===== src/include/cache_params.svh =====
`ifndef CACHE_PARAMS_SVH
`define CACHE_PARAMS_SVH

// line address on both buses, tag above index
`define CACHE_ADDR_W  12
`define CACHE_TAG_W   9
`define CACHE_INDEX_W 3

// number of sets, two ways each
`define CACHE_SETS    8

// one line is 16 bytes
`define CACHE_LINE_W  128
`define CACHE_SEL_W   16

`endif


===== src/design/cache_types_pkg.sv =====
`include "cache_params.svh"

package cache_types_pkg;

    // full line as moved on either bus
    typedef logic [`CACHE_LINE_W-1:0] cache_word;

    typedef logic [`CACHE_TAG_W-1:0] cache_tag;

    typedef logic [`CACHE_INDEX_W-1:0] cache_index;

    // byte enables, bit i covers byte i of the line
    typedef logic [`CACHE_SEL_W-1:0] cache_sel;

    // flat view on the buses, split view for lookup
    typedef union packed {
        logic [`CACHE_ADDR_W-1:0] flat;
        struct packed {
            cache_tag   tag;
            cache_index index;
        } fields;
    } cache_addr_u;

    // controller states
    typedef enum logic [1:0] {
        ST_IDLE,
        ST_RESPOND,
        ST_WRITEBACK,
        ST_FETCH
    } ctrl_state_e;

endpackage : cache_types_pkg


===== src/design/cache_ctrl_if.sv =====
interface cache_ctrl_if (
    input logic clk,
    input logic rst_n
);

    // controller to datapath
    logic way_sel;
    logic data_source_sel;
    logic tag_bypass_sel;
    logic load;
    logic load_lru;
    cache_types_pkg::ctrl_state_e state;

    // datapath to controller
    logic hit_0;
    logic hit_1;
    logic dirty;
    logic lru;

    modport control (
        output way_sel,
        output data_source_sel,
        output tag_bypass_sel,
        output load,
        output load_lru,
        output state,
        input  hit_0,
        input  hit_1,
        input  dirty,
        input  lru
    );

    modport datapath (
        input  way_sel,
        input  data_source_sel,
        input  tag_bypass_sel,
        input  load,
        input  load_lru,
        output hit_0,
        output hit_1,
        output dirty,
        output lru
    );

    // a processor write only lands in idle, on the way that actually hits
    cpu_write_on_hit: assert property (
        @(posedge clk) disable iff (!rst_n)
        (load && !data_source_sel) |->
            (state == cache_types_pkg::ST_IDLE) && (way_sel ? hit_1 : hit_0)
    );

endinterface : cache_ctrl_if


===== src/design/cache_way.sv =====
`include "cache_params.svh"

module cache_way (
    input  logic                         clk,
    input  logic                         rst_n,
    input  logic                         load,
    input  logic                         load_type,
    input  cache_types_pkg::cache_sel    byte_sel,
    input  cache_types_pkg::cache_addr_u addr,
    input  cache_types_pkg::cache_word   data_in,
    output cache_types_pkg::cache_tag    tag_out,
    output cache_types_pkg::cache_word   data_out,
    output logic                         dirty_out,
    output logic                         hit_out
);

    cache_types_pkg::cache_word  data_arr [`CACHE_SETS];
    cache_types_pkg::cache_tag   tag_arr [`CACHE_SETS];
    logic [`CACHE_SETS-1:0]      valid_q;
    logic [`CACHE_SETS-1:0]      dirty_q;
    cache_types_pkg::cache_index index;
    cache_types_pkg::cache_word  merged;

    assign index = addr.fields.index;

    // byte merge of new data over the stored line
    // a fill arrives with every mask bit set
    always_comb begin
        merged = data_arr[index];
        for (int i = 0; i < `CACHE_SEL_W; i++) begin
            if (byte_sel[i]) begin
                merged[8*i +: 8] = data_in[8*i +: 8];
            end
        end
    end

    always_ff @(posedge clk) begin
        if (load) begin
            data_arr[index] <= merged;
            // tag only changes on a fill from memory
            if (load_type) begin
                tag_arr[index] <= addr.fields.tag;
            end
        end
    end

    // load_type 1 is a memory fill, 0 a processor write
    always_ff @(posedge clk) begin
        if (!rst_n) begin
            valid_q <= '0;
            dirty_q <= '0;
        end else if (load) begin
            if (load_type) begin
                valid_q[index] <= 1'b1;
            end
            dirty_q[index] <= ~load_type;
        end
    end

    // lookup is combinational on the index
    assign tag_out   = tag_arr[index];
    assign data_out  = data_arr[index];
    assign dirty_out = dirty_q[index];
    assign hit_out   = valid_q[index] && (tag_arr[index] == addr.fields.tag);

    load_index_known: assert property (
        @(posedge clk) disable iff (!rst_n)
        load |-> !$isunknown(index)
    );

endmodule : cache_way


===== src/design/cache_l1_datapath.sv =====
`include "cache_params.svh"

module cache_l1_datapath (
    input  logic                         clk,
    input  logic                         rst_n,
    cache_ctrl_if.datapath               ctrl,
    input  cache_types_pkg::cache_addr_u cpu_adr,
    input  cache_types_pkg::cache_sel    cpu_sel,
    input  cache_types_pkg::cache_word   cpu_dat_m,
    input  cache_types_pkg::cache_word   mem_dat_s,
    output cache_types_pkg::cache_word   cpu_dat_s,
    output cache_types_pkg::cache_addr_u mem_adr,
    output cache_types_pkg::cache_word   mem_dat_m
);

    cache_types_pkg::cache_word src_data;
    cache_types_pkg::cache_sel  src_sel;
    cache_types_pkg::cache_word way_data [2];
    cache_types_pkg::cache_tag  way_tag [2];
    cache_types_pkg::cache_tag  sel_tag;
    logic [1:0]                 way_load;
    logic [1:0]                 way_dirty;
    logic [1:0]                 way_hit;
    logic [`CACHE_SETS-1:0]     lru_q;

    // write source: processor data with its mask, or a full line from memory
    assign src_data = ctrl.data_source_sel ? mem_dat_s : cpu_dat_m;
    assign src_sel  = ctrl.data_source_sel ? {`CACHE_SEL_W{1'b1}} : cpu_sel;

    // load goes only to the selected way
    assign way_load[0] = ctrl.load & ~ctrl.way_sel;
    assign way_load[1] = ctrl.load & ctrl.way_sel;

    for (genvar w = 0; w < 2; w++) begin : g_way
        cache_way u_way (
            .clk       (clk),
            .rst_n     (rst_n),
            .load      (way_load[w]),
            .load_type (ctrl.data_source_sel),
            .byte_sel  (src_sel),
            .addr      (cpu_adr),
            .data_in   (src_data),
            .tag_out   (way_tag[w]),
            .data_out  (way_data[w]),
            .dirty_out (way_dirty[w]),
            .hit_out   (way_hit[w])
        );
    end

    assign ctrl.hit_0 = way_hit[0];
    assign ctrl.hit_1 = way_hit[1];

    // same line feeds the processor read and the writeback
    assign cpu_dat_s = way_data[ctrl.way_sel];
    assign mem_dat_m = way_data[ctrl.way_sel];
    assign sel_tag   = way_tag[ctrl.way_sel];

    // victim tag for writeback, request tag for fetch
    always_comb begin
        mem_adr.fields.tag   = ctrl.tag_bypass_sel ? cpu_adr.fields.tag : sel_tag;
        mem_adr.fields.index = cpu_adr.fields.index;
    end

    // lru bit names the way to evict next
    assign ctrl.lru   = lru_q[cpu_adr.fields.index];
    assign ctrl.dirty = way_dirty[ctrl.lru];

    always_ff @(posedge clk) begin
        if (!rst_n) begin
            lru_q <= '0;
        end else if (ctrl.load_lru) begin
            lru_q[cpu_adr.fields.index] <= ~ctrl.way_sel;
        end
    end

    // a line may live in only one way
    single_way_hit: assert property (
        @(posedge clk) disable iff (!rst_n)
        !(ctrl.hit_0 && ctrl.hit_1)
    );

endmodule : cache_l1_datapath


===== src/design/cache_l1_control.sv =====
module cache_l1_control (
    input  logic          clk,
    input  logic          rst_n,
    cache_ctrl_if.control ctrl,
    input  logic          cpu_stb,
    input  logic          cpu_we,
    input  logic          mem_ack,
    output logic          cpu_ack,
    output logic          mem_stb,
    output logic          mem_we
);

    cache_types_pkg::ctrl_state_e state_q;
    cache_types_pkg::ctrl_state_e state_d;
    logic                         hit;

    assign hit = ctrl.hit_0 | ctrl.hit_1;

    always_ff @(posedge clk) begin
        if (!rst_n) begin
            state_q <= cache_types_pkg::ST_IDLE;
        end else begin
            state_q <= state_d;
        end
    end

    always_comb begin
        state_d              = state_q;
        ctrl.way_sel         = ctrl.lru;
        ctrl.data_source_sel = 1'b0;
        ctrl.tag_bypass_sel  = 1'b0;
        ctrl.load            = 1'b0;
        ctrl.load_lru        = 1'b0;

        case (state_q)
            cache_types_pkg::ST_IDLE: begin
                if (cpu_stb) begin
                    if (hit) begin
                        // write and lru update on this edge, ack next cycle
                        ctrl.way_sel  = ctrl.hit_1;
                        ctrl.load     = cpu_we;
                        ctrl.load_lru = 1'b1;
                        state_d       = cache_types_pkg::ST_RESPOND;
                    end else if (ctrl.dirty) begin
                        state_d = cache_types_pkg::ST_WRITEBACK;
                    end else begin
                        state_d = cache_types_pkg::ST_FETCH;
                    end
                end
            end

            cache_types_pkg::ST_RESPOND: begin
                // address still held, so the line still hits
                ctrl.way_sel = ctrl.hit_1;
                state_d      = cache_types_pkg::ST_IDLE;
            end

            cache_types_pkg::ST_WRITEBACK: begin
                if (mem_ack) begin
                    state_d = cache_types_pkg::ST_FETCH;
                end
            end

            cache_types_pkg::ST_FETCH: begin
                ctrl.data_source_sel = 1'b1;
                ctrl.tag_bypass_sel  = 1'b1;
                // fill the victim way, then retry as a hit from idle
                if (mem_ack) begin
                    ctrl.load = 1'b1;
                    state_d   = cache_types_pkg::ST_IDLE;
                end
            end

            default: begin
                state_d = cache_types_pkg::ST_IDLE;
            end
        endcase
    end

    assign ctrl.state = state_q;

    // bus outputs follow the state register only
    assign cpu_ack = (state_q == cache_types_pkg::ST_RESPOND);
    assign mem_we  = (state_q == cache_types_pkg::ST_WRITEBACK);
    assign mem_stb = (state_q == cache_types_pkg::ST_WRITEBACK) ||
                     (state_q == cache_types_pkg::ST_FETCH);

    ack_single_cycle: assert property (
        @(posedge clk) disable iff (!rst_n)
        cpu_ack |=> !cpu_ack
    );

    no_mem_during_ack: assert property (
        @(posedge clk) disable iff (!rst_n)
        !(mem_stb && cpu_ack)
    );

endmodule : cache_l1_control


===== src/design/cache_l1.sv =====
`include "cache_params.svh"

module cache_l1 (
    input  logic                     clk,
    input  logic                     rst_n,

    // processor bus
    input  logic [`CACHE_ADDR_W-1:0] cpu_adr,
    input  logic [`CACHE_SEL_W-1:0]  cpu_sel,
    input  logic                     cpu_we,
    input  logic                     cpu_stb,
    input  logic [`CACHE_LINE_W-1:0] cpu_dat_m,
    output logic [`CACHE_LINE_W-1:0] cpu_dat_s,
    output logic                     cpu_ack,

    // memory bus, full lines only
    output logic [`CACHE_ADDR_W-1:0] mem_adr,
    output logic                     mem_we,
    output logic                     mem_stb,
    output logic [`CACHE_LINE_W-1:0] mem_dat_m,
    input  logic [`CACHE_LINE_W-1:0] mem_dat_s,
    input  logic                     mem_ack
);

    cache_types_pkg::cache_addr_u cpu_adr_u;
    cache_types_pkg::cache_addr_u mem_adr_u;

    // buses carry the flat address
    assign cpu_adr_u.flat = cpu_adr;
    assign mem_adr        = mem_adr_u.flat;

    cache_ctrl_if u_ctrl_if (
        .clk   (clk),
        .rst_n (rst_n)
    );

    cache_l1_datapath u_datapath (
        .clk       (clk),
        .rst_n     (rst_n),
        .ctrl      (u_ctrl_if.datapath),
        .cpu_adr   (cpu_adr_u),
        .cpu_sel   (cpu_sel),
        .cpu_dat_m (cpu_dat_m),
        .mem_dat_s (mem_dat_s),
        .cpu_dat_s (cpu_dat_s),
        .mem_adr   (mem_adr_u),
        .mem_dat_m (mem_dat_m)
    );

    cache_l1_control u_control (
        .clk     (clk),
        .rst_n   (rst_n),
        .ctrl    (u_ctrl_if.control),
        .cpu_stb (cpu_stb),
        .cpu_we  (cpu_we),
        .mem_ack (mem_ack),
        .cpu_ack (cpu_ack),
        .mem_stb (mem_stb),
        .mem_we  (mem_we)
    );

endmodule : cache_l1


===== config.mk =====
export PLATFORM = sky130hd
export DESIGN_NAME = cache_l1
export DESIGN_NICKNAME = d
export VERILOG_FILES = /design/src/design/cache_types_pkg.sv /design/src/design/cache_ctrl_if.sv /design/src/design/cache_way.sv /design/src/design/cache_l1_datapath.sv /design/src/design/cache_l1_control.sv /design/src/design/cache_l1.sv
export VERILOG_INCLUDE_DIRS = /design/src /design/src/include
export SDC_FILE = /design/constraint.sdc
export NUM_CORES = 2
export LEC_CHECK = 0
export ABC_AREA = 0
export BUFFER_PORTS_ARGS = -buffer_cell sky130_fd_sc_hd__buf_2
export CORE_MARGIN = 8
export CORE_UTILIZATION = 60
export DETAILED_ROUTE_END_ITERATION = 8
export PLACE_DENSITY_LB_ADDON = 0.25
export RECOVER_POWER = 25
export SYNTH_ARGS = -nofsm -noshare
export SYNTH_HDL_FRONTEND = slang
export SYNTH_HIERARCHICAL = 1
export SYNTH_SLANG_ARGS = --single-unit

===== constraint.sdc =====
create_clock -name clk -period 12.8 [get_ports clk]
set_input_delay 1.92 -clock clk [delete_from_list [all_inputs] [get_ports clk]]
set_output_delay 1.92 -clock clk [all_outputs]
set_load 0.05 [all_outputs]

# Word level (Yosys, flattened, before mapping)

Memories as Yosys holds them, arrays and structs flattened.
Index checks and enable logic that the tools add are counted.

$add $sub $neg: 0
$mul: 0
Divide/modulo/power cells: 0
Order comparisons: 4
Equal/unequal tests: 8
Shift operators: 0
Multiplexer cells: 84
Bitwise logic cells: 8
Reduce and logical (&&, ||, !) cells: 8

Operator list:

| kind                 | number |
|---|---|
| $mux W128            | 4 |
| $mux W8              | 32 |
| $mux W9              | 4 |
| $mux W1              | 27 |
| $bwmux W8            | 3 |
| $eq A9 B9 Y1         | 2 |
| $mux W16             | 1 |
| $or A8 B8 Y8         | 2 |
| $bmux W1 S3          | 5 |
| $mux W2              | 4 |
| $pmux W2 S4          | 1 |
| $eq A2 B2 Y1 const B | 2 |
| $lt A3 B4 Y1 const B | 1 |
| $ne A2 B2 Y1 const B | 2 |
| $pmux W1 S2          | 2 |
| $reduce_and A2 Y1    | 2 |
| $demux W1 S3         | 1 |
| $ge A3 B1 Y1 const B | 1 |
| $logic_and A1 B1 Y1  | 3 |
| $reduce_and A3 Y1    | 1 |
| $and A1 B1 Y1        | 2 |
| $eq A2 B1 Y1 const B | 1 |
| $ge A2 B2 Y1 const B | 1 |
| $logic_not A2 Y1     | 1 |
| 6 further kinds      | 7 |

Register bits: 42
Bits in latches: 0
Bits in writable memories: 2,192
ROM bits: 0
Input bits: 289
Word-level logic and storage cells: 122
Memories kept: 4

Memory list:

| name                               | words | bits a word | rd ports | clocked after memory_dff | write ports | line            | source |
|---|---|---|---|---|---|---|---|
| u_datapath.g_way[0].u_way.data_arr | 8     | 128         | 1        | 0                        | 1           | cache_way.sv:17 | `` cache_types_pkg::cache_word data_arr [`CACHE_SETS]; `` |
| u_datapath.g_way[1].u_way.data_arr | 8     | 128         | 1        | 0                        | 1           | cache_way.sv:17 |  |
| u_datapath.g_way[0].u_way.tag_arr  | 8     | 9           | 1        | 0                        | 1           | cache_way.sv:18 | `` cache_types_pkg::cache_tag tag_arr [`CACHE_SETS]; `` |
| u_datapath.g_way[1].u_way.tag_arr  | 8     | 9           | 1        | 0                        | 1           | cache_way.sv:18 |  |

# Depth between registers and ports, before layout

Word-level depth: 12
Mapped depth: 18
Mapped depth without buffers: 11

# Cells and area by module

The synthesis kept the hierarchy.

By module, submodules not included:

| module                                | instances | cells an instance | area an instance (um^2) |
|---|---|---|---|
| cache_way (u_datapath.g_way[1].u_way) | 1         | 2,341             | 43,367.8 |
| cache_way (u_datapath.g_way[0].u_way) | 1         | 2,295             | 43,152.6 |
| cache_l1_datapath                     | 1         | 512               | 4,729.5 |
| cache_l1_control                      | 1         | 30                | 255.2 |

# Least setup slack after synthesis

No wires, ideal clock.

Path type: in2reg
From: input port cpu_adr[2]
To: memory u_datapath/g_way[0].u_way/tag_arr[2][0] in the netlist's numbering, enable pin
Arrival time: 8.461 ns
Required time: 12.452 ns
Path slack: 3.991 ns
Stages on the path: 15
Cell sequence: buf_2 buf_4 mux2i_1 mux4_2 xnor2_1 a2111o_1 nor4_2 nand3_1 a32o_1 clkbuf_1 buf_2 nor2b_1 clkbuf_1 and3_1 and2_1

Word-level cells in the longest chain between the ends: 11

Ends and longest elaborated chain:

| element                                             | line                    | source |
|---|---|---|
| from (decl)                                         | cache_l1.sv:8           | `` input logic [`CACHE_ADDR_W-1:0] cpu_adr, `` |
| $mem_v2 Z8 W9 / $bmux W1 S3 (equally long branches) | n/a                     |  |
| $eq A9 B9 Y1 / $mux W1 (equally long branches)      | cache_way.sv:64         | `assign hit_out = valid_q[index] && (tag_arr[index] == addr.fields.tag);` |
| $logic_and A1 B1 Y1 (*)                             | cache_way.sv:64         |  |
| via u_ctrl_if.hit_0                                 | cache_ctrl_if.sv:15     | `logic hit_0;` |
| $or A1 B1 Y1 (*)                                    | cache_l1_control.sv:17  | `assign hit = ctrl.hit_0 \| ctrl.hit_1;` |
| $mux W1 (*)                                         | cache_l1_control.sv:38  | `if (hit) begin` |
| $mux W1 (*)                                         | cache_l1_control.sv:37  | `if (cpu_stb) begin` |
| $pmux W1 S2 (*)                                     | cache_l1_control.sv:35  | `case (state_q)` |
| via u_ctrl_if.way_sel                               | cache_ctrl_if.sv:7      | `logic way_sel;` |
| $not A1 Y1 (*)                                      | cache_l1_datapath.sv:31 | `assign way_load[0] = ctrl.load & ~ctrl.way_sel;` |
| $and A1 B1 Y1 (*)                                   | cache_l1_datapath.sv:31 |  |
| via u_datapath.way_load[0]                          | cache_l1_datapath.sv:21 | `logic [1:0] way_load;` |
| $mux W1 (*)                                         | cache_way.sv:38         | `if (load) begin` |
| $mux W1 (not written as such) (*)                   | cache_way.sv:42         | `tag_arr[index] <= addr.fields.tag;` |
| to (decl)                                           | cache_way.sv:18         |  |

Mark *: on every way through the listed nets, which the timed path passes. The rest lies on a longest branch. The select of a mux whose other input is x is not followed.

# Final worst setup path

From: register u_control.state_q[1] (netlist: u_control/ctrl.state[1])
To: memory u_datapath/g_way[1].u_way/data_arr[6][76] in the netlist's numbering, data pin

Word-level cells in the longest chain between the ends: 4

Ends and longest elaborated chain:

| element                                  | line                    | source |
|---|---|---|
| from (decl)                              | cache_l1_control.sv:13  | `cache_types_pkg::ctrl_state_e state_q;` |
| from (signal assigned)                   | cache_l1_control.sv:21  | `state_q <= cache_types_pkg::ST_IDLE;` |
| from (signal assigned)                   | cache_l1_control.sv:23  | `state_q <= state_d;` |
| $eq A2 B2 Y1                             | cache_l1_control.sv:35  |  |
| $mux W1                                  | cache_l1_control.sv:35  |  |
| via u_ctrl_if.data_source_sel            | cache_ctrl_if.sv:8      | `logic data_source_sel;` |
| $mux W16                                 | n/a                     |  |
| via u_datapath.src_sel[9]                | cache_l1_datapath.sv:17 | `cache_types_pkg::cache_sel src_sel;` |
| $mux W8                                  | cache_way.sv:31         | `if (byte_sel[i]) begin` |
| via u_datapath.g_way[1].u_way.merged[76] | cache_way.sv:22         | `cache_types_pkg::cache_word merged;` |
| to (decl)                                | cache_way.sv:17         |  |

The timed path passes the listed nets, and every way through them passes these cells.

==> results.sh <==
export IMPL_postSynthRegisterBits=2234
export IMPL_timing_hold_violations_final=0
export IMPL_report_final_setup_viol=0
export IMPL_number_of_levels_in_the_clock_h_tree=4
export IMPL_routed_wl_mm=315.5
export IMPL_grt_first_pass_wirelength_mm=425.5
export IMPL_cts_repair_resize_count=0
export IMPL_largest_net_degree_at_the_start_of_global_routing=124
export IMPL_critPathLaunchType="register"
export IMPL_critPathLaunch="u_control/ctrl.state[1]"
export IMPL_initial_core_util_pct=60.31
export IMPL_number_of_setup_buffers_added_after_cts=0
export IMPL_clock_power_share_pct=37.5
export IMPL_synth_fp_nets=5472
export IMPL_drt_wirelength_per_cell_um=40.28
export IMPL_synth_ff_type="sky130_fd_sc_hd__edfxtp_1"
export IMPL_nets=5864
export IMPL_place_port_buffers=559
export IMPL_timing_clock_skew_ns=0.03652
export IMPL_worst_slew_pin_slew_ns=6.317
export IMPL_timing_final_max_slew_violations=417
export IMPL_num_fill_cells=9994
export IMPL_netSwitchingFraction_pct=25.92
export IMPL_violations_in_the_final_reports="capacitance limit, slew limit"
export IMPL_worst_slew_margin_rel_pct=-321.2
export IMPL_drtAntennaViolNets=0
export IMPL_post_route_period_util_pct=89.81
export IMPL_clk_pin_slew_worst_paths_ns=0.06
export IMPL_die_w_um=406.5
export IMPL_cell_count_after_synthesis=5178
export IMPL_leakagePower_nw=33.44
export IMPL_timing_setup_critical_path_class="reg -> reg"
export IMPL_asyncSetResetFlopFracSynth_pct=0
export IMPL_netSwitchingPower_w=0.004481
export IMPL_setup_tns_ns=0
export IMPL_post_synth_edffs=2192
export IMPL_p_per_area_mw_per_mm2=168.5
export IMPL_place_gp_congestion=0.9745
export IMPL_syn_area_per_cell_um2=17.67
export IMPL_cts_sink_count=2234
export IMPL_worst_r2r_startpoint="u_control/ctrl.state[1]"
export IMPL_drc_errors=0
export IMPL_outcome="complete, but fails checks"
export IMPL_yosysWarningCount=6
export IMPL_synth_cell_type_count=67
export IMPL_rsz0062_at_grt="false"
export IMPL_clockBufferDepth=3
export IMPL_crit_fanout=85
export IMPL_vias_per_cell=7.230
export IMPL_worst_endpoint_arrival_ns=12.05
export IMPL_cts_tree="built"
export IMPL_globalRouteOverflowTotal=0
export IMPL_min_from="u_datapath/g_way[0].u_way/valid_q[7]"
export IMPL_die_h_um=406.5
export IMPL_count_of_standard_cell_rows=143
export IMPL_antenna_found_initial=68
export IMPL_fin_crit_ns=11.50
export IMPL_postCtsHoldBufs=0
export IMPL_cts_root_buffer_cell="sky130_fd_sc_hd__clkbuf_16"
export IMPL_cts_inserted_buffers=217
export IMPL_max_freq_ghz=0.08699
export IMPL_endpoint_class_of_the_critical_path="register"
export IMPL_fp_coreArea_mm2=0.1517
export IMPL_dr_pass1_iters=6
export IMPL_place_hpwl_mm=190.5
export IMPL_required_ns=13.36
export IMPL_vias_in_the_first_global_route=53301
export IMPL_hold_ws_ns=0.4619
export IMPL_internal_power_w=0.01280
export IMPL_max_cap_violations=15
export IMPL_ys_seq_area_share_pct=72.85
export IMPL_via_count=56625
export IMPL_floorplan_io_pins=560
export IMPL_pwr_share_comb_pct=13.5
export IMPL_area_growth_synth_to_final_pct=12.11
export IMPL_hold_class="reg -> reg"
export IMPL_power_ir_vdd_worst_uv=133.7
export IMPL_grt_total_usage_pct=37.12
export IMPL_die_area_mm2=0.1653
export IMPL_post_route_cells_drive_above_1_share_pct=29.80
export IMPL_clock_insertion_delay_worst_skew_ns=0.85
export IMPL_seqPwrFrac_pct=49.0
export IMPL_drt_iter0_drc=9094
export IMPL_syn_cell_area_mm2=0.09151
-- cell families (layout without fill, tap and decap cells) --
group                    after synthesis  in the layout  share of synthesized area [%]
buffers and inverters                507           1080                          3.056
other                                  0             51                              0
adder cells (fa/ha/maj)                5              5                        0.06837
multiplexers                        1033           1033                          13.63
AO/OA/AOI/OAI                        993            993                          8.241
flip-flops                          2234           2234                          72.85
XOR/XNOR                              13             13                         0.1244
AND/OR/NAND/NOR                      393            393                          2.024
-- worst paths after layout --
| path | endpoint | slack, ns | depth (start not counted) |
|---|---|---|---|
| setup / recovery | u_datapath/g_way[1].u_way/data_arr[6][76] | 1.30 | 5 |
| hold / removal | u_datapath/g_way[0].u_way/valid_q[7] | 0.46 | 1 |
| setup reg to reg | u_datapath/g_way[1].u_way/data_arr[6][76] | 1.30 | 5 |
| hold reg to reg | u_datapath/g_way[0].u_way/valid_q[7] | 0.46 | 1 |
-- power groups by stage --
stage               combinational [W]  sequential (W)  clock, W
global placement              0.00221         0.00862         0
global route                  0.00237         0.00847   0.00677
detailed placement            0.00226         0.00862         0
floorplan                     0.00145         0.00862         0
CTS                           0.00227         0.00847   0.00649
finish                        0.00233         0.00847   0.00649
-- critical path, cell delays in order (launching register included) --
cell                       delay [ns]
sky130_fd_sc_hd__dfxtp_1         0.39
sky130_fd_sc_hd__ha_1            1.71
sky130_fd_sc_hd__clkbuf_1        2.11
sky130_fd_sc_hd__clkbuf_1        4.55
sky130_fd_sc_hd__or2_0           1.84
sky130_fd_sc_hd__mux2_2          0.53
-- state kept, by name, summed over array words and instances (netlist names) --
name / count
u_datapath/g_way.u_way/data_arr: 2048
u_datapath/lru_q: 8
u_datapath/g_way.u_way/valid_q: 16
u_datapath/g_way.u_way/tag_arr: 144
u_datapath/g_way.u_way/dirty_q: 16
u_control/ctrl.state: 2
-- synthesized netlist by cell type (91+ instances only) --
library cell / instances / area (µm²)
sky130_fd_sc_hd__mux4_2: 91 / 2049
sky130_fd_sc_hd__buf_4: 155 / 1164
sky130_fd_sc_hd__nor2_1: 135 / 506.7
sky130_fd_sc_hd__o21ai_1: 114 / 570.6
sky130_fd_sc_hd__buf_2: 132 / 660.6
sky130_fd_sc_hd__mux2_2: 741 / 8344
sky130_fd_sc_hd__a22oi_1: 270 / 2027
sky130_fd_sc_hd__edfxtp_1: 2192 / 65820
sky130_fd_sc_hd__mux2i_1: 151 / 1511
sky130_fd_sc_hd__nand2_1: 115 / 431.7
sky130_fd_sc_hd__a221oi_1: 304 / 2663
sky130_fd_sc_hd__clkbuf_1: 131 / 491.7
-- stage by stage --
stage	setup WS (ns)	cells	utilization [%]	power, W	instance area [µm²]
detailed placement	3.317	7381	62.84	0.01088	95350
floorplan	3.991	5178	-	0.01007	91510
global placement	3.323	7381	62.84	0.01083	95350
CTS	3.325	7781	67.60	0.01722	102600
global route	1.522	7801	67.56	0.01761	102500
finish	1.304	7832	67.61	0.01729	102600
-- layout make-up --
type,count,area (µm²),share of cell area [%]
diodes,51,127.6,0.1244
clock buffers,274,5839,5.692
clock inverters,126,1373,1.338
inverters,22,95.09,0.09269
multi-input cells,2437,22280,21.71
flip-flops and latches,2234,66660,64.98
well taps,2030,2540,2.476
repair buffers,658,3674,3.581
-- metal layers --
layer / track usage [%] / part of all wire [%] / up-vias
met5: 0 / 0.049 / -
met4: 20.18 / 6.0 / 24
met3: 14.86 / 18 / 816
met2: 52.26 / 43 / 5365
met1: 49.69 / 33 / 28531
li1: - / - / 21889
-- cells in the final DEF (no fill, tap or decap), types with 15 or more instances in the layout --
master / n
sky130_fd_sc_hd__a21oi_1: 53
sky130_fd_sc_hd__a221o_1: 30
sky130_fd_sc_hd__a221oi_1: 304
sky130_fd_sc_hd__a22o_1: 26
sky130_fd_sc_hd__a22oi_1: 270
sky130_fd_sc_hd__and2_1: 18
sky130_fd_sc_hd__buf_2: 542
sky130_fd_sc_hd__buf_4: 79
sky130_fd_sc_hd__bufinv_16: 26
sky130_fd_sc_hd__clkbuf_1: 64
sky130_fd_sc_hd__clkbuf_16: 221
sky130_fd_sc_hd__clkinv_1: 50
sky130_fd_sc_hd__clkinv_2: 33
sky130_fd_sc_hd__dfxtp_1: 42
sky130_fd_sc_hd__diode_2: 51
sky130_fd_sc_hd__edfxtp_1: 2192
sky130_fd_sc_hd__inv_1: 15
sky130_fd_sc_hd__mux2_1: 186
sky130_fd_sc_hd__mux2_2: 603
sky130_fd_sc_hd__mux2i_1: 151
sky130_fd_sc_hd__mux4_2: 91
sky130_fd_sc_hd__nand2_1: 115
sky130_fd_sc_hd__nand3_1: 17
sky130_fd_sc_hd__nor2_1: 124
sky130_fd_sc_hd__nor3b_1: 15
sky130_fd_sc_hd__o2111ai_1: 16
sky130_fd_sc_hd__o211ai_1: 36
sky130_fd_sc_hd__o21a_1: 17
sky130_fd_sc_hd__o21ai_0: 28
sky130_fd_sc_hd__o21ai_1: 108
sky130_fd_sc_hd__o221ai_1: 19
sky130_fd_sc_hd__o22ai_1: 29
sky130_fd_sc_hd__o2bb2ai_1: 23
No activity file was read; power rests on OpenSTA's default activity.
